$ cat src/logic/crypt_defines.svh
// ----------------------------------------
// cipher accelerator sizing macros shared by
// the RTL and the testbench
// ----------------------------------------
`ifndef CRYPT_DEFINES_SVH
`define CRYPT_DEFINES_SVH

// width of one buffer word and of each Feistel half
`define CRYPT_WORD_W 32

// buffer address width, 32 words in total
`define CRYPT_ADDR_W 5

// blocks ciphered per run
// the input region holds words 0 to 15 and the output region words 16 to 31
`define CRYPT_BLOCKS 8

// Feistel rounds applied to every block
`define CRYPT_ROUNDS 16

`endif
$ cat src/logic/crypt_pkg.sv
// ----------------------------------------
// cipher accelerator types and nibble table
// ----------------------------------------
`default_nettype none
`include "crypt_defines.svh"

package crypt_pkg;

	// one buffer word
	typedef logic [`CRYPT_WORD_W-1:0] word_t;

	// one buffer address
	typedef logic [`CRYPT_ADDR_W-1:0] addr_t;

	// one cipher block, the low word sits at the even address
	typedef logic [2*`CRYPT_WORD_W-1:0] block_t;

	// round index, also shown on the activity display
	typedef logic [$clog2(`CRYPT_ROUNDS)-1:0] round_t;

	// fixed 4-bit substitution used by the round function
	localparam logic [3:0] nibble_sub [16] = '{
		4'he, 4'h4, 4'hd, 4'h1, 4'h2, 4'hf, 4'hb, 4'h8,
		4'h3, 4'ha, 4'h6, 4'hc, 4'h5, 4'h9, 4'h0, 4'h7
	};

endpackage

`default_nettype wire

$ cat src/logic/crypt_top.sv
// ----------------------------------------
// cipher accelerator top level
// ----------------------------------------
`default_nettype none
`timescale 1ns/10ps

module crypt_top
	import crypt_pkg::*;
(
	input  wire        okClk,
	input  wire        ram_reset,
	input  wire [63:0] key,
	input  wire        decrypt,
	input  wire        start,
	input  wire        pipe_in_write,
	input  wire word_t pipe_in_data,
	input  wire        pipe_out_read,
	output word_t      pipe_out_data,
	output logic       done,
	output round_t     round_sel
);

	// ----------------------------------------
	// buffer requests
	// ----------------------------------------
	logic  in_req;
	logic  out_req;
	addr_t in_addr;
	addr_t out_addr;
	logic  eng_req;
	logic  eng_we;
	addr_t eng_addr;
	word_t eng_wdata;
	logic  eng_gnt;

	// buffer port, rdata fans out to the engine and the pipe-out hold
	addr_t mem_addr;
	logic  mem_we;
	word_t mem_wdata;
	word_t rdata;

	// core controls, round_sel doubles as the round index
	logic   core_load;
	logic   core_step;
	block_t core_in;
	block_t core_out;

	pipe_port u_pipe (
		.okClk(okClk), .ram_reset(ram_reset),
		.pipe_in_write(pipe_in_write), .pipe_out_read(pipe_out_read),
		.in_req(in_req), .out_req(out_req), .in_addr(in_addr), .out_addr(out_addr)
	);

	block_engine u_engine (
		.okClk(okClk), .ram_reset(ram_reset), .start(start),
		.eng_req(eng_req), .eng_we(eng_we), .eng_addr(eng_addr), .eng_wdata(eng_wdata),
		.eng_gnt(eng_gnt), .rdata(rdata),
		.core_load(core_load), .core_step(core_step), .round_idx(round_sel),
		.core_in(core_in), .core_out(core_out), .done(done)
	);

	buffer_arbiter u_arbiter (
		.okClk(okClk), .ram_reset(ram_reset),
		.in_req(in_req), .out_req(out_req), .eng_req(eng_req),
		.in_addr(in_addr), .out_addr(out_addr), .eng_addr(eng_addr),
		.pipe_in_data(pipe_in_data), .eng_wdata(eng_wdata), .eng_we(eng_we),
		.rdata(rdata), .eng_gnt(eng_gnt),
		.mem_addr(mem_addr), .mem_we(mem_we), .mem_wdata(mem_wdata),
		.pipe_out_data(pipe_out_data)
	);

	block_buffer u_buffer (
		.okClk(okClk), .mem_addr(mem_addr), .mem_we(mem_we),
		.mem_wdata(mem_wdata), .rdata(rdata)
	);

	feistel_round u_core (
		.okClk(okClk), .ram_reset(ram_reset),
		.load(core_load), .step(core_step), .decrypt(decrypt),
		.round_idx(round_sel), .key(key), .block_in(core_in), .block_out(core_out)
	);

endmodule

`default_nettype wire

$ cat src/logic/pipe_port.sv
// ----------------------------------------
// pipe-in and pipe-out address pointers
// ----------------------------------------
`default_nettype none
`timescale 1ns/10ps
`include "crypt_defines.svh"

module pipe_port
	import crypt_pkg::*;
(
	input  wire okClk,
	input  wire ram_reset,
	input  wire pipe_in_write,
	input  wire pipe_out_read,
	output logic  in_req,
	output logic  out_req,
	output addr_t in_addr,
	output addr_t out_addr
);

	// each region holds two words per block
	localparam int PTR_W = $clog2(2 * `CRYPT_BLOCKS);

	logic [PTR_W-1:0] in_ptr;
	logic [PTR_W-1:0] out_ptr;

	// each strobe becomes a request at the current pointer in the same cycle
	assign in_req = pipe_in_write;
	assign out_req = pipe_out_read;

	// the top address bit picks the region, so out_ptr zero is word 16
	assign in_addr = {1'b0, in_ptr};
	assign out_addr = {1'b1, out_ptr};

	// pointers move past the word once its request has gone out
	// and wrap inside their own region
	always_ff @(posedge okClk) begin
		if (ram_reset) begin
			in_ptr <= '0;
			out_ptr <= '0;
		end else begin
			if (pipe_in_write) in_ptr <= in_ptr + 1'b1;
			if (pipe_out_read) out_ptr <= out_ptr + 1'b1;
		end
	end

endmodule

`default_nettype wire

$ cat src/logic/block_buffer.sv
// ----------------------------------------
// single-port 32-word buffer RAM, registered read
// ----------------------------------------
`default_nettype none
`timescale 1ns/10ps
`include "crypt_defines.svh"

module block_buffer
	import crypt_pkg::*;
(
	input  wire        okClk,
	input  wire addr_t mem_addr,
	input  wire        mem_we,
	input  wire word_t mem_wdata,
	output word_t      rdata
);

	// words 0 to 15 hold plaintext, 16 to 31 hold the results
	word_t mem [2**`CRYPT_ADDR_W];

	// read-first behaviour like a block RAM port
	// rdata is valid the cycle after the address is sampled
	always_ff @(posedge okClk) begin
		if (mem_we) mem[mem_addr] <= mem_wdata;
		rdata <= mem[mem_addr];
	end

endmodule

`default_nettype wire

$ cat src/logic/buffer_arbiter.sv
// ----------------------------------------
// fixed-priority buffer arbiter, pipe-in then
// pipe-out then engine, with pipe-out data hold
// ----------------------------------------
`default_nettype none
`timescale 1ns/10ps

module buffer_arbiter
	import crypt_pkg::*;
(
	input  wire        okClk,
	input  wire        ram_reset,
	input  wire        in_req,
	input  wire        out_req,
	input  wire        eng_req,
	input  wire addr_t in_addr,
	input  wire addr_t out_addr,
	input  wire addr_t eng_addr,
	input  wire word_t pipe_in_data,
	input  wire word_t eng_wdata,
	input  wire        eng_we,
	input  wire word_t rdata,
	output logic       eng_gnt,
	output addr_t      mem_addr,
	output logic       mem_we,
	output word_t      mem_wdata,
	output word_t      pipe_out_data
);

	// owner of the read whose data is on rdata this cycle
	typedef enum logic [1:0] {own_none, own_out, own_eng} owner_t;

	logic   in_gnt;
	logic   out_gnt;
	owner_t rd_owner;

	// the host never strobes both pipes at once, so pipe grants never wait
	assign in_gnt = in_req;
	assign out_gnt = out_req & ~in_req;
	assign eng_gnt = eng_req & ~in_req & ~out_req;

	// only the pipe-in and engine paths ever write
	assign mem_addr = in_gnt ? in_addr : (out_gnt ? out_addr : eng_addr);
	assign mem_we = in_gnt | (eng_gnt & eng_we);
	assign mem_wdata = in_gnt ? pipe_in_data : eng_wdata;

	// pipe_out_data loads only when rdata belongs to a pipe-out read,
	// so engine traffic never disturbs what the host is reading
	always_ff @(posedge okClk) begin
		if (ram_reset) begin
			rd_owner <= own_none;
			pipe_out_data <= '0;
		end else begin
			if (out_gnt) rd_owner <= own_out;
			else if (eng_gnt && !eng_we) rd_owner <= own_eng;
			else rd_owner <= own_none;
			if (rd_owner == own_out) pipe_out_data <= rdata;
		end
	end

endmodule

`default_nettype wire

$ cat src/logic/block_engine.sv
// ----------------------------------------
// block engine FSM, reads each block, runs the
// core and stores the result, then pulses done
// ----------------------------------------
`default_nettype none
`timescale 1ns/10ps
`include "crypt_defines.svh"

module block_engine
	import crypt_pkg::*;
(
	input  wire         okClk,
	input  wire         ram_reset,
	input  wire         start,
	output logic        eng_req,
	output logic        eng_we,
	output addr_t       eng_addr,
	output word_t       eng_wdata,
	input  wire         eng_gnt,
	input  wire word_t  rdata,
	output logic        core_load,
	output logic        core_step,
	output round_t      round_idx,
	output block_t      core_in,
	input  wire block_t core_out,
	output logic        done
);

	localparam int BLK_W = $clog2(`CRYPT_BLOCKS);

	// the capture states sit one cycle behind a granted read
	// because the buffer has a registered read port
	typedef enum logic [2:0] {
		s_idle,
		s_rd_lo,
		s_cap_lo,
		s_rd_hi,
		s_cap_hi,
		s_run,
		s_wr_lo,
		s_wr_hi
	} state_t;

	state_t           state;
	logic [BLK_W-1:0] blk;
	round_t           round_cnt;
	word_t            lo_word;
	logic             wr_region;
	logic             hi_half;

	// ----------------------------------------
	// buffer request and core controls
	// ----------------------------------------

	// requests stay up in the request states until the arbiter grants them
	assign eng_req = (state == s_rd_lo) || (state == s_rd_hi) ||
		(state == s_wr_lo) || (state == s_wr_hi);
	assign eng_we = (state == s_wr_lo) || (state == s_wr_hi);

	// address is region bit, block index, then the half within the block
	assign wr_region = eng_we;
	assign hi_half = (state == s_rd_hi) || (state == s_wr_hi);
	assign eng_addr = {wr_region, blk, hi_half};

	// the core holds its result while the writes wait for a grant
	assign eng_wdata = hi_half ? core_out[2*`CRYPT_WORD_W-1:`CRYPT_WORD_W]
		: core_out[`CRYPT_WORD_W-1:0];

	// the upper word arrives on rdata in the same cycle the core loads
	assign core_in = {rdata, lo_word};
	assign core_load = (state == s_cap_hi);
	assign core_step = (state == s_run);
	assign round_idx = round_cnt;

	// ----------------------------------------
	// state sequence
	// ----------------------------------------
	always_ff @(posedge okClk) begin
		if (ram_reset) begin
			state <= s_idle;
			blk <= '0;
			round_cnt <= '0;
			done <= 1'b0;
		end else begin
			done <= 1'b0;
			case (state)
				// start is only looked at here, so a busy run ignores it
				s_idle: begin
					if (start) begin
						blk <= '0;
						state <= s_rd_lo;
					end
				end
				s_rd_lo: begin
					if (eng_gnt) state <= s_cap_lo;
				end
				s_cap_lo: begin
					state <= s_rd_hi;
				end
				s_rd_hi: begin
					if (eng_gnt) state <= s_cap_hi;
				end
				s_cap_hi: begin
					round_cnt <= '0;
					state <= s_run;
				end
				// round counter wraps back to zero after the last round
				s_run: begin
					round_cnt <= round_cnt + 1'b1;
					if (round_cnt == round_t'(`CRYPT_ROUNDS - 1)) state <= s_wr_lo;
				end
				s_wr_lo: begin
					if (eng_gnt) state <= s_wr_hi;
				end
				s_wr_hi: begin
					if (eng_gnt) begin
						if (blk == BLK_W'(`CRYPT_BLOCKS - 1)) begin
							done <= 1'b1;
							state <= s_idle;
						end else begin
							blk <= blk + 1'b1;
							state <= s_rd_lo;
						end
					end
				end
				default: state <= s_idle;
			endcase
		end
	end

	// low word of the block, taken the cycle after its read grant
	always_ff @(posedge okClk) begin
		if (state == s_cap_lo) lo_word <= rdata;
	end

endmodule

`default_nettype wire

$ cat src/logic/feistel_round.sv
// ----------------------------------------
// Feistel core, one keyed round per clock
// over a 64-bit block held in L and R
// ----------------------------------------
`default_nettype none
`timescale 1ns/10ps
`include "crypt_defines.svh"

module feistel_round
	import crypt_pkg::*;
(
	input  wire         okClk,
	input  wire         ram_reset,
	input  wire         load,
	input  wire         step,
	input  wire         decrypt,
	input  wire round_t round_idx,
	input  wire [63:0]  key,
	input  wire block_t block_in,
	output block_t      block_out
);

	word_t  l_reg;
	word_t  r_reg;
	round_t key_idx;
	word_t  round_key;

	// round key i is the low word of the key rotated left by 4*i
	// the doubled key turns the rotate into a plain shift
	function automatic word_t key_sched(input logic [63:0] k, input round_t idx);
		logic [127:0] dbl;
		dbl = {k, k} << (4 * idx);
		return dbl[95:64];
	endfunction

	// round function: mix in the key, substitute each nibble, rotate left by 5
	function automatic word_t f_func(input word_t r, input word_t k);
		word_t x;
		word_t y;
		x = r ^ k;
		for (int i = 0; i < `CRYPT_WORD_W / 4; i++) begin
			y[4*i +: 4] = nibble_sub[x[4*i +: 4]];
		end
		return {y[`CRYPT_WORD_W-6:0], y[`CRYPT_WORD_W-1 -: 5]};
	endfunction

	// decrypt walks the same schedule backwards, 15 down to 0
	assign key_idx = decrypt ? round_t'(`CRYPT_ROUNDS - 1) - round_idx : round_idx;
	assign round_key = key_sched(key, key_idx);

	// ----------------------------------------
	// round state
	// ----------------------------------------

	// load takes the block with L as the upper word
	// each step maps (L,R) to (R, L xor F(R,K))
	always_ff @(posedge okClk) begin
		if (ram_reset) begin
			l_reg <= '0;
			r_reg <= '0;
		end else if (load) begin
			l_reg <= block_in[2*`CRYPT_WORD_W-1:`CRYPT_WORD_W];
			r_reg <= block_in[`CRYPT_WORD_W-1:0];
		end else if (step) begin
			l_reg <= r_reg;
			r_reg <= l_reg ^ f_func(r_reg, round_key);
		end
	end

	// the halves come out swapped after the last round
	assign block_out = {r_reg, l_reg};

endmodule

`default_nettype wire

$ cat config.mk
export PLATFORM = sky130hd
export DESIGN_NAME = crypt_top
export DESIGN_NICKNAME = d
export VERILOG_FILES = /design/src/logic/crypt_pkg.sv /design/src/logic/crypt_top.sv /design/src/logic/pipe_port.sv /design/src/logic/block_buffer.sv /design/src/logic/buffer_arbiter.sv /design/src/logic/block_engine.sv /design/src/logic/feistel_round.sv
export VERILOG_INCLUDE_DIRS = /design/src /design/src/logic
export SDC_FILE = /design/constraint.sdc
export NUM_CORES = 1
export LEC_CHECK = 0
export ABC_CLOCK_PERIOD_IN_PS = 5570
export BUFFER_PORTS_ARGS = -buffer_cell sky130_fd_sc_hd__buf_2
export CAP_MARGIN = 40
export CORE_MARGIN = 2
export CORE_UTILIZATION = 57
export CTS_CLUSTER_DIAMETER = 150
export DETAILED_ROUTE_END_ITERATION = 8
export PLACE_DENSITY = 0.77
export REMOVE_ABC_BUFFERS = 1
export SYNTH_ARGS = -nofsm -noshare
export SYNTH_HDL_FRONTEND = slang
export SYNTH_HIERARCHICAL = 1
export SYNTH_SLANG_ARGS = --single-unit
$ cat constraint.sdc
create_clock -name okClk -period 5.57 [get_ports okClk]
set_input_delay 0.8355 -clock okClk [delete_from_list [all_inputs] [get_ports okClk]]
set_output_delay 0.8355 -clock okClk [all_outputs]
set_load 0.02 [all_outputs]
# == Word level (Yosys, flattened, before mapping) ==
# Memories as Yosys holds them, arrays and structs flattened. A register that Yosys moved wholly into a read port is not among the register bits.
# Cells that the tools add are included.
# totals
register_bits,149
ramBits,1024
rom_bits,512
input_bits,102
memories,9
# memory_table
memory,depth,width,rd,rd_ports_with_merged_regs,write_ports,line_no,text
u_buffer.mem,32,32,1,1,1,block_buffer.sv:19,word_t mem [2**`CRYPT_ADDR_W];
(name not given),16,4,1,0,0,feistel_round.sv:42,y[4*i +: 4] = nibble_sub[x[4*i +: 4]];
(name not given),16,4,1,0,0,feistel_round.sv:42,
(name not given),16,4,1,0,0,feistel_round.sv:42,
(name not given),16,4,1,0,0,feistel_round.sv:42,
(name not given),16,4,1,0,0,feistel_round.sv:42,
3 more memories,n/a,n/a,n/a,n/a,n/a,n/a,
# classes
n_addsub,5
magnitude_cmp,8
eq_ne,17
shift,1
mux,43
bitwise_logic,19
reduce_logical,14
# ops
op,count
$mux 32,6
$shl 128x6->96,1
$mux 4,17
$xor 32x32->32,2
$ge 5x5->1 const B,8
$not 4->5,8
$mux 3,9
$pmux 3 s8,1
$eq 3x3->1 const B,5
$add 4x1->4 const B,3
$mux 5,2
$ne 2x1->1 const B,5
$pmux 4 s2,1
$eq 3x2->1 const B,2
$pmux 3 s2,1
$reduce_and 6->1,1
$logic_or 1x1->1,5
$mux 1,5
$and 1x1->1,4
$eq 4x4->1 const B,1
$ne 2x2->1 const B,2
$not 1->1,4
$reduce_and 4->1,1
$reduce_bool 2->1,2
other kinds (11),11

# == Depth between registers and ports, before layout ==
# depth
depth_word,11
mapped_depth,17
mapped_depth_nobuf,13

# == By module ==
# The synthesis kept the hierarchy.
# by_module_without_submodules
mod,instances,cells_each,area_per_inst_um2,seq_area_each_um2
block_buffer,1,2107,39666.8,31390.1
feistel_round,1,1119,9447.8,1281.2
block_engine,1,183,2275.9,1181.1
buffer_arbiter,1,202,1805.5,680.7
pipe_port,1,39,400.4,160.2

# == Worst setup path after synthesis ==
# Ideal clock, no wire load.
# synth_path
kind,register -> register
start,reg u_engine.state[1]
end,mem u_buffer/mem[24][0] (netlist bit) (enable)
arrival_time_ns,4.701
required_time_ns,5.109
path_slack_ns,0.408
stages_incl_launch_ff,12
n_path_buf,5
cell_sequence,dfxtp_1 -> ha_1 -> clkbuf_1 -> buf_1 -> o21a_1 -> buf_4 -> mux2i_1 -> o21ai_0 -> clkbuf_2 -> buf_2 -> nand2_1 -> nor3_1
# synth_via
elab_cells_between_ends,17
# synth_lines
item,line_no,text
"start, declared",block_engine.sv:44,state_t state;
"start signal, assigned",block_engine.sv:80,state <= s_idle;
"start signal, assigned",block_engine.sv:91,state <= s_rd_lo;
"start signal, assigned",block_engine.sv:95,if (eng_gnt) state <= s_cap_lo;
$eq 3x2->1 / $eq 3x3->1 (equally long branches),block_engine.sv:62,assign hi_half = (state == s_rd_hi) || (state == s_wr_hi);
$logic_or 1x1->1 (*),block_engine.sv:62,
named net u_engine.hi_half,block_engine.sv:49,logic hi_half;
$mux 5 (*) (2 in series),buffer_arbiter.sv:43,assign mem_addr = in_gnt ? in_addr : (out_gnt ? out_addr : eng_addr);
"end, declared",block_buffer.sv:19,
# The timed path passes the listed nets; every way through them passes the cells marked *.

# == Final worst setup path ==
# layout_path
start,"reg u_engine.round_cnt[0], in the netlist u_engine/round_idx[0]"
end,reg u_core.r_reg[29]
# layout_via
elab_chain_cells,11
# layout_rtl
item,line_no,text
"start, declared",block_engine.sv:46,round_t round_cnt;
"start signal, assigned",block_engine.sv:109,round_cnt <= round_cnt + 1'b1;
$sub 4x4->4,feistel_round.sv:48,assign key_idx = decrypt ? round_t'(`CRYPT_ROUNDS - 1) - round_idx : round_idx;
$mux 4 (*),feistel_round.sv:48,
$shl 128x6->96 (*),feistel_round.sv:32,"dbl = {k, k} << (4 * idx);"
$xor 32x32->32 (*),feistel_round.sv:40,x = r ^ k;
$not 4->5 (not written as such) (*),feistel_round.sv:42,
$mem_v2 16x4 (*),n/a,
$mux 4 (not written as such) (*) (2 in series),feistel_round.sv:42,
$xor 32x32->32 (*),feistel_round.sv:66,"r_reg <= l_reg ^ f_func(r_reg, round_key);"
$mux 32 (*),feistel_round.sv:64,end else if (step) begin
$mux 32 (*),feistel_round.sv:61,end else if (load) begin
"end signal, assigned",feistel_round.sv:63,r_reg <= block_in[`CRYPT_WORD_W-1:0];
"end signal, assigned",feistel_round.sv:66,
"end, declared",feistel_round.sv:24,word_t r_reg;
# Every way passes the cells marked *; elsewhere a longest branch is shown, timed or not. The select of a mux whose other input is x is not followed.
# A chain may end at the register's enable or synchronous reset.

==> run metrics <==
outcome finished, final reports clean; pwr/cell area 341 mW/mm^2; vias per cell 6.64; Largest register FFs around 1000; Syn-to-layout area delta 11.0%; std cell rows between 100 and 150; clock sinks about 1200; Max clock buf depth 3; DRC violations left 0; DRT Pass-1 Iters 6; Syn. warnings 6; Post-CTS Hold Fix Bufs 0; Worst Setup End Kind register; GR peak layer met2; Critical Path Start u_engine/round_idx[0]; Syn Std Cell Area ~0.054 sq mm; Clock Root Buffer clkbuf_16; RSZ-0062 raised after global routing false; worst-path fanout max 40; Slowest cell on crit path mux4_1; initial antenna violation count 13; I/O pin total between 100 and 150; Core ar. 0.0932 sq mm; reg2reg start u_engine/round_idx[0]; Vias about 34000; Lkg Pwr about 19 nW; Startpoint Class register; Crit path top cell by count mux2i_1; TritonCTS Buffers between 100 and 150; Die X-Extent a little over 300 um; largest register by flop count u_buffer/mem; HPWL after DPL ~90 mm; port bufs 138; # H-tree levels 3; max incr delay on CP around 600 ps; post-synthesis area per instance 14.7 sq um; Worst Skew ~25 ps; Final period util 0.776; Final min period 4320 ps; grt ovf 0; Worst-path clk slew around 60 ps; postcts setup bufs 0; worst vdd ir ~0.00031 V; #FFs+latches synth approximately 1200; distinct cell type count after synthesis 104; FFs w/ async S/R, synth 0; largest net degree at the start of global routing about 110; ys flop type edfxtp_1; number of global-route vias before repair roughly 32000; endpoints failing setup 0; GRT Total Usage 0.299; mean routed wirelength per cell roughly 29 um; fillers between 6000 and 7000; Worst Hold Launch u_arbiter/pipe_out_data[24]; Slew @ Worst Pin roughly 900 ps; share of cells above drive strength 1 0.172; Post-Synthesis Cells approximately 3700; global-route wire length before repair 214 mm; FF/Latch Area about 0.035 sq mm; Total Neg Setup Slack 0 ps; Tot Pwr a little over 20 mW; die area 0.0965 sq mm; Starting DRT DRC Count roughly 4400; EDFF count, synth about 1100; placer congestion estimate roughly 0.91; crit-path leading delay family multiplexers; Hold Violations, Final 0; met2 global-route usage 0.481; cts repair resizes 0; worst-path cell chain xor2_4 > buf_12 > mux4_1 > mux2i_1 > mux2i_1 > xor2_1 > ha_1 > mux2_2 > nand2_1 > o31a_1 > mux2_1 > a221oi_2; f_max between 0.2 and 0.25 GHz; final wirelength about 150 mm; NumNets Final 3867; WP data arrival between 4000 and 5000 ps; Die Y-Extent between 300 and 400 um; CTS tree done; ANT nets after route 0; sequential area share after synthesis 0.647; Multi-input gate area 0.0173 sq mm; crit path kind reg -> reg; Slew Limit Fails 0; buffers and inverters on the worst path 1; worst hold path class reg -> reg; Worst Path Required about 6000 ps; worst relative slew slack 0.395; met1 Use GR 0.402; met3 global-route usage 0.0572; Max-Cap Viols 0; Clock Latency Late Sink 700 ps; Starting Density 0.575
[through the flow]
| stage | util | area, sq um | setup WS (ps) | std cells | hold WS, ps |
|---|---|---|---|---|---|
| final | 0.639 | 59500 | 1250 | 5088 | 450 |
| after global routing | 0.639 | 59500 | 1020 | 5086 | 473 |
| after CTS | 0.638 | 59500 | 1270 | 5085 | 454 |
| after detailed placement | 0.598 | 55700 | 667 | 4869 | 445 |
| after global placement | 0.596 | 55600 | 732 | 4863 | 441 |
| after floorplan | - | 51800 | -61280 | 3356 | 430 |
[layout make-up]
type,instances,share of cell area
clock inverter,49,0.00788
antenna,2,0.0000841
timing repair buffer,260,0.0333
multi-input combinational,2115,0.291
tap,1254,0.0264
sequential,1205,0.583
clock buffer,167,0.0559
inverter,36,0.00227
[layout by cell type, fill, tap and decap left out, types with 17 or more instances in the layout]
cell	instances
clkbuf_16	119
ha_1	31
mux2i_1	639
mux4_2	41
o21ai_0	32
buf_12	22
a31oi_1	22
nor2_1	138
a21oi_1	112
nor3_1	22
clkbuf_1	31
nand3_1	29
clkbuf_8	17
mux2_4	22
inv_1	32
xor2_1	23
o22ai_1	296
o221ai_1	24
edfxtp_1	1056
mux2_2	60
nand2_1	181
buf_4	96
nor2_4	28
nor4_1	66
dfxtp_1	147
xnor2_1	22
buf_2	136
[Yosys cell counts, drive strengths merged (11+ instances only)]
cell type	number	share of area
xnor2	31	0.0067
a21oi	112	0.010
nor2	167	0.012
nor2b	11	0.0013
o21ai	46	0.0043
xor2	30	0.0061
o221ai	25	0.0042
or3	12	0.0014
nand2b	12	0.0014
inv	36	0.0025
edfxtp	1056	0.59
clkbuf	85	0.0060
a31oi	23	0.0028
buf	209	0.027
dfxtp	149	0.056
mux4	48	0.021
o22a	11	0.0018
ha	32	0.0075
nand4	11	0.0015
nand3b	13	0.0018
nand2	181	0.013
o211ai	18	0.0029
nor4	66	0.0077
o22ai	297	0.035
a221oi	12	0.0023
mux2i	643	0.12
and2	13	0.0016
nand3	29	0.0027
nor3	27	0.0026
mux2	84	0.019
or4	13	0.0018
[tightest hold or removal path, delay by kind of cell, from the launching register on]
family / cells / cell delay, ps
flip-flops: 1 / 300
AO/OA/AOI/OAI: 1 / 50
AND/OR/NAND/NOR: 1 / 50
[path summary, 6_finish.rpt]
path / depth (start not counted) / slack, ps / end
worst max-delay path: 12 / 1250 / u_core/r_reg[29]
worst min-delay path: 2 / 450 / u_arbiter/pipe_out_data[24]
worst max register to register: 12 / 1250 / u_core/r_reg[29]
worst min register to register: 2 / 450 / u_arbiter/pipe_out_data[24]
[routing by layer]
layer | share of wire | wire length [um]
met5 | 0.00039 | 58
met4 | 0.045 | 6660
met3 | 0.10 | 15000
met2 | 0.47 | 69600
met1 | 0.38 | 56100
[report_power, final]
group          switching [mW]  total [mW]  internal (mW)
combinational            1.43        2.27          0.841
clock                    3.28        7.75           4.47
sequential              0.189        10.3           10.1
total                    4.90        20.3           15.4
[cells by family (layout without fill, tap and decap cells)]
logic type / count (synthesis) / count (layout) / synth area share
and+or+nand+nor: 623 / 623 / 0.0593
buffers and inverters: 330 / 512 / 0.0357
adders and majority gates: 32 / 32 / 0.00747
muxes: 775 / 775 / 0.161
AOI/OAI and AO/OA: 622 / 622 / 0.0765
other: 2 / 4 / 0.000140
xor gates and xnor gates: 61 / 61 / 0.0128
DFF: 1205 / 1205 / 0.647
Power figures use the tool's default switching activity.
